==> src/opl_phase_params.svh <==
// ~~~~~~~~~~~~~~~~~~~~
// Widths and counts for the phase generator. The slot index width must
// cover OPL_NUM_SLOTS, and OPL_PIPE_LATENCY must match the RTL pipeline.
// ~~~~~~~~~~~~~~~~~~~~
`ifndef OPL_PHASE_PARAMS_SVH
`define OPL_PHASE_PARAMS_SVH

`define OPL_NUM_SLOTS     36    // Two banks of 18 operators.
`define OPL_SLOT_WIDTH    6     // Enough bits for slot indices 0 to 35.
`define OPL_FNUM_WIDTH    10    // Frequency number register width.
`define OPL_BLOCK_WIDTH   3     // Octave select.
`define OPL_MULT_WIDTH    4     // Multiple code.
`define OPL_PHASE_WIDTH   20    // Phase accumulator width, wraps modulo 2^20.

// Samples spent at each of the 8 vibrato positions.
`define OPL_VIB_PERIOD    1024

// Cycles from a slot strobe to the matching phase output.
`define OPL_PIPE_LATENCY  4

`endif

==> src/opl_phase_pkg.sv <==
// ~~~~~~~~~~~~~~~~~~~~
// Shared types of the phase generator. Widths come from the params
// header, so this package compiles first.
// ~~~~~~~~~~~~~~~~~~~~
`default_nettype none

`include "opl_phase_params.svh"

package opl_phase_pkg;

    typedef logic [`OPL_SLOT_WIDTH-1:0]         slot_t;    // Operator slot index.
    typedef logic [`OPL_FNUM_WIDTH-1:0]         fnum_t;    // Frequency number.
    typedef logic [`OPL_BLOCK_WIDTH-1:0]        block_t;   // Octave.
    typedef logic [`OPL_MULT_WIDTH-1:0]         mult_t;    // Multiple code.
    typedef logic [`OPL_PHASE_WIDTH-1:0]        phase_t;   // Phase or phase increment.
    typedef logic signed [`OPL_FNUM_WIDTH-1:0]  vib_off_t; // Signed vibrato offset.

    // Per-slot configuration word; key-on travels separately.
    typedef struct packed {
        fnum_t  fnum;
        block_t block;
        mult_t  mult;
        logic   vib;    // Vibrato enable.
    } slot_cfg_t;

    // One entry of the output phase stream.
    typedef struct packed {
        slot_t  slot;
        phase_t phase;
    } slot_phase_t;

    // Sequencer states.
    typedef enum logic [1:0] {
        SEQ_CLEAR,  // Post-reset accumulator clear sweep.
        SEQ_IDLE,   // Waiting for the next sample pulse.
        SEQ_RUN     // Walking through all slots.
    } seq_state_t;

endpackage

`default_nettype wire

==> src/slot_sequencer.sv <==
// ~~~~~~~~~~~~~~~~~~~~
// Control FSM for the slot walk. A sample pulse that arrives while the
// sweep or a walk is running is dropped and flagged, never queued.
// ~~~~~~~~~~~~~~~~~~~~
`timescale 1ns/1ps
`default_nettype none

`include "opl_phase_params.svh"

module slot_sequencer (
    input  logic                 clk,
    input  logic                 rst,
    input  logic                 sample_clk_en,
    output logic                 slot_strobe,
    output opl_phase_pkg::slot_t slot_idx,
    output logic                 acc_clear_all,
    output logic                 sample_done,
    output logic                 busy,
    output logic                 sample_overrun
);

    localparam opl_phase_pkg::slot_t LAST_SLOT = opl_phase_pkg::slot_t'(`OPL_NUM_SLOTS - 1);

    opl_phase_pkg::seq_state_t state;
    opl_phase_pkg::slot_t      slot_cnt;     // Slot being cleared or walked.
    logic                      last_slot;

    assign last_slot = (slot_cnt == LAST_SLOT);

    always_ff @(posedge clk) begin
        if (rst) begin
            state       <= opl_phase_pkg::SEQ_CLEAR;  // Sweep starts right after reset.
            slot_cnt    <= '0;
            sample_done <= 1'b0;
        end else begin
            // Registered so the last slot still reads the old vibrato position.
            sample_done <= (state == opl_phase_pkg::SEQ_RUN) && last_slot;
            case (state)
                opl_phase_pkg::SEQ_CLEAR: begin
                    slot_cnt <= last_slot ? '0 : slot_cnt + 1'b1;
                    if (last_slot) begin
                        state <= opl_phase_pkg::SEQ_IDLE;
                    end
                end
                opl_phase_pkg::SEQ_IDLE: begin
                    slot_cnt <= '0;
                    if (sample_clk_en) begin
                        state <= opl_phase_pkg::SEQ_RUN;  // Walk starts next cycle.
                    end
                end
                opl_phase_pkg::SEQ_RUN: begin
                    slot_cnt <= last_slot ? '0 : slot_cnt + 1'b1;
                    if (last_slot) begin
                        state <= opl_phase_pkg::SEQ_IDLE;
                    end
                end
                default: state <= opl_phase_pkg::SEQ_CLEAR;
            endcase
        end
    end

    assign slot_idx       = slot_cnt;                              // Shared by sweep and walk.
    assign slot_strobe    = (state == opl_phase_pkg::SEQ_RUN);     // One slot per clock.
    assign acc_clear_all  = (state == opl_phase_pkg::SEQ_CLEAR);
    assign busy           = (state != opl_phase_pkg::SEQ_IDLE);
    assign sample_overrun = sample_clk_en && busy;                 // Early pulse is dropped.

endmodule

`default_nettype wire

==> src/slot_cfg_regs.sv <==
// ~~~~~~~~~~~~~~~~~~~~
// Slot configuration registers with one registered read port.
// A write lands from the slot's next read; key-on clears on that read.
// ~~~~~~~~~~~~~~~~~~~~
`timescale 1ns/1ps
`default_nettype none

module slot_cfg_regs (
    input  logic                     clk,
    input  logic                     rst,
    input  logic                     cfg_wr,
    input  opl_phase_pkg::slot_t     cfg_slot,
    input  opl_phase_pkg::slot_cfg_t cfg_data,
    input  logic                     cfg_key_on,
    input  logic                     slot_strobe,
    input  opl_phase_pkg::slot_t     slot_idx,
    output logic                     rd_strobe,
    output opl_phase_pkg::slot_t     rd_slot,
    output opl_phase_pkg::slot_cfg_t rd_cfg,
    output logic                     rd_clear
);

    localparam int NUM_SLOTS = `OPL_NUM_SLOTS;

    opl_phase_pkg::slot_cfg_t cfg_mem [NUM_SLOTS];
    logic [NUM_SLOTS-1:0]     key_pending;    // One clear request per slot.
    logic                     wr_ok;          // Write address is a real slot.

    assign wr_ok = cfg_wr && (cfg_slot < opl_phase_pkg::slot_t'(NUM_SLOTS));

    always_ff @(posedge clk) begin
        if (rst) begin
            for (int i = 0; i < NUM_SLOTS; i++) begin
                cfg_mem[i] <= '0;
            end
            key_pending <= '0;
            rd_strobe   <= 1'b0;
        end else begin
            rd_strobe <= slot_strobe;
            if (slot_strobe) begin
                key_pending[slot_idx] <= 1'b0;     // The read consumes the request.
            end
            if (wr_ok) begin
                cfg_mem[cfg_slot] <= cfg_data;
                if (cfg_key_on) begin
                    key_pending[cfg_slot] <= 1'b1; // Wins over a read in the same cycle.
                end
            end
        end
    end

    // Read data is payload and follows the strobe by one cycle.
    always_ff @(posedge clk) begin
        if (slot_strobe) begin
            rd_slot  <= slot_idx;
            rd_cfg   <= cfg_mem[slot_idx];
            rd_clear <= key_pending[slot_idx];
        end
    end

endmodule

`default_nettype wire

==> src/vibrato.sv <==
// ~~~~~~~~~~~~~~~~~~~~
// Vibrato position counter, stepped once per VIB_PERIOD samples.
// The offset output is combinational in fnum and dvb.
// ~~~~~~~~~~~~~~~~~~~~
`timescale 1ns/1ps
`default_nettype none

module vibrato #(
    parameter int VIB_PERIOD = `OPL_VIB_PERIOD
) (
    input  logic                    clk,
    input  logic                    rst,
    input  logic                    sample_done,
    input  logic                    dvb,
    input  opl_phase_pkg::fnum_t    fnum,
    output opl_phase_pkg::vib_off_t vib_off
);

    localparam int CNT_W = (VIB_PERIOD > 1) ? $clog2(VIB_PERIOD) : 1;

    logic [CNT_W-1:0]        sample_cnt;  // Samples spent at the current position.
    logic [2:0]              vib_pos;     // One of 8 positions in the vibrato cycle.
    opl_phase_pkg::vib_off_t delta;       // Peak offset for this fnum.
    opl_phase_pkg::vib_off_t half;

    always_ff @(posedge clk) begin
        if (rst) begin
            sample_cnt <= '0;
            vib_pos    <= '0;
        end else if (sample_done) begin
            if (sample_cnt == CNT_W'(VIB_PERIOD - 1)) begin
                sample_cnt <= '0;
                vib_pos    <= vib_pos + 3'd1;   // Wraps after position 7.
            end else begin
                sample_cnt <= sample_cnt + 1'b1;
            end
        end
    end

    always_comb begin
        // Deep vibrato uses the top 3 bits of fnum, normal the top 2.
        delta = opl_phase_pkg::vib_off_t'(dvb ? (fnum >> 7) : (fnum >> 8));
        half  = delta >>> 1;                   // Positive, so this truncates.
        case (vib_pos)
            3'd0:    vib_off = '0;
            3'd1:    vib_off = half;
            3'd2:    vib_off = delta;
            3'd3:    vib_off = half;
            3'd4:    vib_off = '0;
            3'd5:    vib_off = -half;
            3'd6:    vib_off = -delta;
            default: vib_off = -half;
        endcase
    end

endmodule

`default_nettype wire

==> src/calc_phase_inc.sv <==
// ~~~~~~~~~~~~~~~~~~~~
// Two-stage phase increment pipeline. Results wrap modulo 2^20, so
// large fnum, block and multiple settings alias.
// ~~~~~~~~~~~~~~~~~~~~
`timescale 1ns/1ps
`default_nettype none

module calc_phase_inc #(
    parameter int VIB_PERIOD = `OPL_VIB_PERIOD
) (
    input  logic                     clk,
    input  logic                     rst,
    input  logic                     rd_strobe,
    input  opl_phase_pkg::slot_t     rd_slot,
    input  opl_phase_pkg::slot_cfg_t rd_cfg,
    input  logic                     rd_clear,
    input  logic                     dvb,
    input  logic                     sample_done,
    output logic                     inc_strobe,
    output opl_phase_pkg::slot_t     inc_slot,
    output logic                     inc_clear,
    output opl_phase_pkg::phase_t    phase_inc
);

    localparam int PW = $bits(opl_phase_pkg::phase_t);
    localparam int VW = $bits(opl_phase_pkg::vib_off_t);

    opl_phase_pkg::phase_t    pre_mult;      // fnum shifted by block.
    logic [3:0]               factor;        // Multiplier for codes 1 to 15.
    opl_phase_pkg::phase_t    mult_prod;
    opl_phase_pkg::vib_off_t  vib_off;
    logic signed [PW-1:0]     vib_ext;       // Sign-extended offset.
    opl_phase_pkg::phase_t    vib_shift;     // Offset scaled by the octave.

    logic                     strobe_p1;
    opl_phase_pkg::slot_t     slot_p1;
    logic                     clear_p1;
    logic                     vib_p1;        // Vibrato enable delayed with the data.
    opl_phase_pkg::phase_t    prod_p1;
    opl_phase_pkg::phase_t    vib_shift_p1;

    assign pre_mult = opl_phase_pkg::phase_t'(rd_cfg.fnum) << rd_cfg.block;

    always_comb begin
        case (rd_cfg.mult)
            4'h0, 4'h1: factor = 4'd1;   // Code 0 halves below.
            4'h2:       factor = 4'd2;
            4'h3:       factor = 4'd3;
            4'h4:       factor = 4'd4;
            4'h5:       factor = 4'd5;
            4'h6:       factor = 4'd6;
            4'h7:       factor = 4'd7;
            4'h8:       factor = 4'd8;
            4'h9:       factor = 4'd9;
            4'hA, 4'hB: factor = 4'd10;
            4'hC, 4'hD: factor = 4'd12;
            default:    factor = 4'd15;
        endcase
        mult_prod = (rd_cfg.mult == 4'h0) ? (pre_mult >> 1)
                                          : pre_mult * opl_phase_pkg::phase_t'(factor);
        vib_ext   = {{(PW - VW){vib_off[VW-1]}}, vib_off};
        vib_shift = opl_phase_pkg::phase_t'(vib_ext <<< rd_cfg.block);
    end

    vibrato #(
        .VIB_PERIOD (VIB_PERIOD)
    ) i_vibrato (
        .clk         (clk),
        .rst         (rst),
        .sample_done (sample_done),
        .dvb         (dvb),
        .fnum        (rd_cfg.fnum),
        .vib_off     (vib_off)
    );

    always_ff @(posedge clk) begin
        if (rst) begin
            strobe_p1  <= 1'b0;
            inc_strobe <= 1'b0;
        end else begin
            strobe_p1  <= rd_strobe;
            inc_strobe <= strobe_p1;
        end
    end

    // Payload stages advance every cycle; several slots are in flight.
    always_ff @(posedge clk) begin
        slot_p1      <= rd_slot;
        clear_p1     <= rd_clear;
        vib_p1       <= rd_cfg.vib;
        prod_p1      <= mult_prod;
        vib_shift_p1 <= vib_shift;
        inc_slot     <= slot_p1;
        inc_clear    <= clear_p1;
        phase_inc    <= prod_p1 + (vib_p1 ? vib_shift_p1 : '0);  // Two's complement wrap.
    end

endmodule

`default_nettype wire

==> src/phase_accumulator.sv <==
// ~~~~~~~~~~~~~~~~~~~~
// Per-slot phase memory with read-modify-write. Relies on the clear
// sweep after reset, since the memory itself has no reset.
// ~~~~~~~~~~~~~~~~~~~~
`timescale 1ns/1ps
`default_nettype none

`include "opl_phase_params.svh"

module phase_accumulator (
    input  logic                       clk,
    input  logic                       rst,
    input  logic                       acc_clear_all,
    input  opl_phase_pkg::slot_t       slot_idx,
    input  logic                       inc_strobe,
    input  opl_phase_pkg::slot_t       inc_slot,
    input  logic                       inc_clear,
    input  opl_phase_pkg::phase_t      phase_inc,
    output logic                       phase_valid,
    output opl_phase_pkg::slot_phase_t phase_out
);

    opl_phase_pkg::phase_t acc_mem [`OPL_NUM_SLOTS];
    opl_phase_pkg::phase_t acc_next;    // Value written back and sent out.

    // Key-on loads the bare increment, so the first phase equals it.
    always_comb begin
        if (inc_clear) begin
            acc_next = phase_inc;
        end else begin
            acc_next = acc_mem[inc_slot] + phase_inc;   // Wraps modulo 2^20.
        end
    end

    always_ff @(posedge clk) begin
        if (acc_clear_all) begin
            acc_mem[slot_idx] <= '0;            // Sweep never overlaps a strobe.
        end else if (inc_strobe) begin
            acc_mem[inc_slot] <= acc_next;
        end
    end

    always_ff @(posedge clk) begin
        if (rst) begin
            phase_valid <= 1'b0;
        end else begin
            phase_valid <= inc_strobe;
        end
    end

    always_ff @(posedge clk) begin
        if (inc_strobe) begin
            phase_out.slot  <= inc_slot;
            phase_out.phase <= acc_next;
        end
    end

endmodule

`default_nettype wire

==> src/opl_phase_gen.sv <==
// ~~~~~~~~~~~~~~~~~~~~
// Phase generator top. First phase_valid comes 5 cycles after an
// accepted sample pulse; the output stream cannot be stalled.
// ~~~~~~~~~~~~~~~~~~~~
`timescale 1ns/1ps
`default_nettype none

`include "opl_phase_params.svh"

module opl_phase_gen #(
    parameter int VIB_PERIOD = `OPL_VIB_PERIOD
) (
    input  logic                       clk,
    input  logic                       rst,
    input  logic                       sample_clk_en,
    input  logic                       dvb,
    input  logic                       cfg_wr,
    input  opl_phase_pkg::slot_t       cfg_slot,
    input  opl_phase_pkg::slot_cfg_t   cfg_data,
    input  logic                       cfg_key_on,
    output logic                       phase_valid,
    output opl_phase_pkg::slot_phase_t phase_out,
    output logic                       busy,
    output logic                       sample_overrun
);

    logic                     slot_strobe, acc_clear_all, sample_done;
    opl_phase_pkg::slot_t     slot_idx;
    logic                     rd_strobe, rd_clear;      // Stage 0 outputs.
    opl_phase_pkg::slot_t     rd_slot;
    opl_phase_pkg::slot_cfg_t rd_cfg;
    logic                     inc_strobe, inc_clear;    // Stage 2 outputs.
    opl_phase_pkg::slot_t     inc_slot;
    opl_phase_pkg::phase_t    phase_inc;

    slot_sequencer i_slot_sequencer (
        .clk, .rst, .sample_clk_en, .slot_strobe, .slot_idx,
        .acc_clear_all, .sample_done, .busy, .sample_overrun
    );

    slot_cfg_regs i_slot_cfg_regs (
        .clk, .rst, .cfg_wr, .cfg_slot, .cfg_data, .cfg_key_on,
        .slot_strobe, .slot_idx, .rd_strobe, .rd_slot, .rd_cfg, .rd_clear
    );

    calc_phase_inc #(
        .VIB_PERIOD (VIB_PERIOD)
    ) i_calc_phase_inc (
        .clk, .rst, .rd_strobe, .rd_slot, .rd_cfg, .rd_clear, .dvb,
        .sample_done, .inc_strobe, .inc_slot, .inc_clear, .phase_inc
    );

    phase_accumulator i_phase_accumulator (
        .clk, .rst, .acc_clear_all, .slot_idx, .inc_strobe, .inc_slot,
        .inc_clear, .phase_inc, .phase_valid, .phase_out
    );

endmodule

`default_nettype wire

==> config.mk <==
export PLATFORM = sky130hd
export DESIGN_NAME = opl_phase_gen
export DESIGN_NICKNAME = d
export VERILOG_FILES = /design/src/opl_phase_pkg.sv /design/src/slot_sequencer.sv /design/src/slot_cfg_regs.sv /design/src/vibrato.sv /design/src/calc_phase_inc.sv /design/src/phase_accumulator.sv /design/src/opl_phase_gen.sv
export VERILOG_INCLUDE_DIRS = /design/src
export SDC_FILE = /design/constraint.sdc
export NUM_CORES = 2
export LEC_CHECK = 0
export BUFFER_PORTS_ARGS = -buffer_cell sky130_fd_sc_hd__buf_2
export CAP_MARGIN = 40
export CORE_ASPECT_RATIO = 2
export CORE_MARGIN = 5
export CORE_UTILIZATION = 45
export CTS_CLUSTER_DIAMETER = 150
export DETAILED_ROUTE_END_ITERATION = 10
export GPL_TIMING_DRIVEN = 0
export PLACE_DENSITY = 0.65
export RECOVER_POWER = 50
export SYNTH_ARGS = -nofsm -noshare
export SYNTH_HDL_FRONTEND = slang
export SYNTH_SLANG_ARGS = --single-unit
==> constraint.sdc <==
create_clock -name clk -period 7.5 [get_ports clk]
set_input_delay 0.75 -clock clk [delete_from_list [all_inputs] [get_ports clk]]
set_output_delay 0.75 -clock clk [all_outputs]
set_load 0.02 [all_outputs]
==> reports/results.ini <==
[yosys]
synth_area_leaders = edfxtp_1, mux4_2, and2_1, dfxtp_1, mux2i_1
synth-edff-count = 1923
yosysMostFrequentCell = edfxtp_1
synth_common_cells = edfxtp_1, and2_1, nor2_1, mux4_2, nand2_1
synth_area_um2 = 87100
syn_inst = 5606
yosys_warnings = 0
ys_seq_area_frac = 0.694
avgSynthCellArea_um2 = 15.5
synth_top_cell_area_share = 0.663
synth-main-ff-cell = edfxtp_1
synth_top_area_cell = edfxtp_1
async_flop_share = 0
yosysUniqueCellTypes = 73
synth-seq-cells = 2057

[routing]
wl_per_cell_um = 36.8
drt-initial-drc-count = 6421
wl_um = 340000
vias = 55400
route.detailed.drc = 0
viasPerCell = 5.99
ant_nets = 0
firstDrtPassIters = 9

[power]
p_sw_mw = 5.96
power_density_nw_per_um2 = 244
swShare = 0.242
finalPower_mw = 24.7
p_leak_nw = 35.8
clkPwrFrac = 0.390
internal-power_mw = 18.7
ir_drop_uv = 176
pwr-share-seq = 0.530
power_frac_comb = 0.079

[worst_hold_path]
hold_class = in2reg
worstHoldStart = cfg_data[11]

[cells_and_area]
fill_cells = 16200
area_delta_synth_final_pct = 16.1
drive_gt1_frac = 0.145
fin_nets = 6689

[timing]
finalSetupViolations = 0
fmax_mhz = 137
finalSetupTns_ns = 0
finalCritPeriodShare = 0.976
finalMaxSlewViolations = 1191
rsz0062_at_grt = no
min_period_ns = 7.32
slew_headroom = -0.665
finalHoldViolations = 0
whs_ns = 0.257
clock_skew_ns = 0.0618
worst_slew_pin_slew_ns = 2.50

[critical_path]
startpoint_type = flip-flop
cp.buffers_inverters = 7
cp_max_fo = 19
crit_start = i_calc_phase_inc.inc_slot[1]
max_stage_delay_ns = 0.68
worstPathArrival_ns = 7.97
end_kind = flip-flop
crit_family = buffers and inverters
regToRegStartpoint = i_calc_phase_inc.inc_slot[1]
required_ns = 8.15
crit_type = reg2reg
critPathMostFrequentCell = buf_2
crit_path_cell_trace = buf_2 -> clkbuf_1 -> mux4_2 -> mux4_2 -> mux2i_2 -> o21ai_0 -> ha_1 -> a21o_1 -> a21o_1 -> a2111oi_0 -> nor2_1 -> a31o_2 -> a2111oi_2 -> buf_2 -> buf_4 -> buf_2 -> buf_4 -> buf_2
cp_slowest_cell = clkbuf_1

[floorplanning]
num_io_pins = 59
fp-row-count = 228
dieArea_um2 = 203000
core_um2 = 193000
die_h_um = 632
dieWidth_um = 321
initial_core_util = 0.452

[flow_run]
cap_violations = 51

[clocking]
insertion_delay_ns = 0.88
clock_path_buffers = 4
cts_hold_buffers = 0
numCtsBuffers = 186
clkSinkCount = 2057
root_buffer = clkbuf_16
cts-htree-levels = 4
cts_tree = yes
clk_pin_slew_worst_paths_ns = 0.06

[placed_design]
hpwl_um = 249000
place_congestion = 1.06
port-buffer-count = 57

[global_route]
gr-usage-met1 = 0.303
grt.busiest_layer = met2
grt_overflow_total = 0
grt_pass1_vias = 55900
grt_max_degree = 38
grt.met2_usage = 0.587
grt_usage = 0.330
antenna_found_initial = 22
use_met3 = 0.0593
grt_pass1_wl_um = 455000

[run_status]
status = finished, violations left
violations = capacitance limit, slew limit

==> stage by stage <==
step | utilization | setup slack, ns | instances | instance area, µm²
floorplan | - | 0.877 | 6109 | 89000
global placement | 0.479 | -5.32 | 8696 | 92400
CTS | 0.526 | 0.295 | 9213 | 101000
global route | 0.524 | 0.00538 | 9225 | 101000
finish | 0.525 | 0.183 | 9249 | 101000
detailed placement | 0.495 | -0.447 | 8890 | 95500
==> worst reg2reg max path: cells and delay by family, from the launching register on <==
family	cells	cell delay, ns
buffers and inverters	7	2.39
adders and majority gates	1	0.50
DFF	1	0.52
muxes	3	1.57
AOI/OAI and AO/OA	6	2.05
and+or+nand+nor	1	0.14
==> path summary, 6_finish.rpt <==
check,slack [ns],cells after the start,end
max,0.18,18,i_phase_accumulator.acc_mem[3][16]
min,0.26,1,i_slot_cfg_regs.cfg_mem[45][11]
max reg2reg,0.18,18,i_phase_accumulator.acc_mem[3][16]
min reg2reg,0.33,0,i_calc_phase_inc.inc_slot[2]
==> cells in the final DEF (no fill, tap or decap), drive strengths merged, types with 72 or more instances in the layout <==
cell type  count
a21oi        248
clkbuf       547
buf          294
mux2i        168
clkinv        72
nor2         296
edfxtp      1923
o21ai        175
mux4         278
a22oi        132
dfxtp        134
and2         710
conb         504
nand2        267
inv          106
a221oi        93
==> power groups by stage <==
stage,clock network (mW),registers (mW),logic (mW)
3_5_place_dp,0,13.3,1.88
4_1_cts,9.66,13.1,1.88
5_1_grt,10.1,13.1,1.94
2_1_floorplan,0,13.3,0.788
6_report,9.62,13.1,1.96
3_3_place_gp,0,13.3,1.76
==> cell families after synthesis <==
family / after synthesis / share of synthesized area
compound gates: 935 / 0.0715
xor+xnor: 57 / 0.00573
fa+ha+maj: 103 / 0.0176
buf+inv: 462 / 0.0222
flops: 2057 / 0.694
mux: 506 / 0.0989
other cells: 1 / 0.0000431
simple gates: 1485 / 0.0903
==> layout make-up <==
class,count,area [µm²],area share
clock buffers,223,4960,0.0490
diodes,27,67.6,0.000668
repair buffers,260,2710,0.0268
multi-input cells,3590,26900,0.266
flip-flops and latches,2057,60400,0.597
inverters,99,372,0.00367
plain buffers,362,1570,0.0155
clock inverters,101,962,0.00951
well taps,2530,3170,0.0313
==> routing by layer <==
layer	wire, µm	vias to the layer above
li1	-	22900
met1	95700	28000
met2	174000	3223
met3	23000	1369
met4	47500	4
met5	21	-
==> state kept, by name, summed over array words and instances (netlist names) <==
name and flops:
i_calc_phase_inc.clear_p1 1, i_calc_phase_inc.phase_inc 20, i_slot_sequencer.state 2, i_calc_phase_inc.inc_strobe 1
i_calc_phase_inc.i_vibrato.sample_cnt 10, i_calc_phase_inc.vib_p1 1, i_slot_cfg_regs.rd_clear 1, i_slot_cfg_regs.rd_slot 6
i_calc_phase_inc.strobe_p1 1, i_slot_cfg_regs.rd_cfg 18, i_phase_accumulator.phase_out 26, i_slot_sequencer.slot_idx 6
i_slot_cfg_regs.key_pending 36, i_calc_phase_inc.inc_clear 1, i_calc_phase_inc.vib_shift_p1 17, i_slot_cfg_regs.cfg_mem 1152
i_calc_phase_inc.i_vibrato.vib_pos 3, i_phase_accumulator.phase_valid 1, i_slot_cfg_regs.rd_strobe 1, i_slot_sequencer.sample_done 1
i_calc_phase_inc.prod_p1 20, i_calc_phase_inc.inc_slot 6, i_phase_accumulator.acc_mem 720, i_calc_phase_inc.slot_p1 6
==> what timing repair did <==
action                     4_1_cts  5_1_grt
setup endpoints to repair       28        4
gates resized for setup          1        2
buffers inserted                 0        0
(Power assumes the default switching activity.)
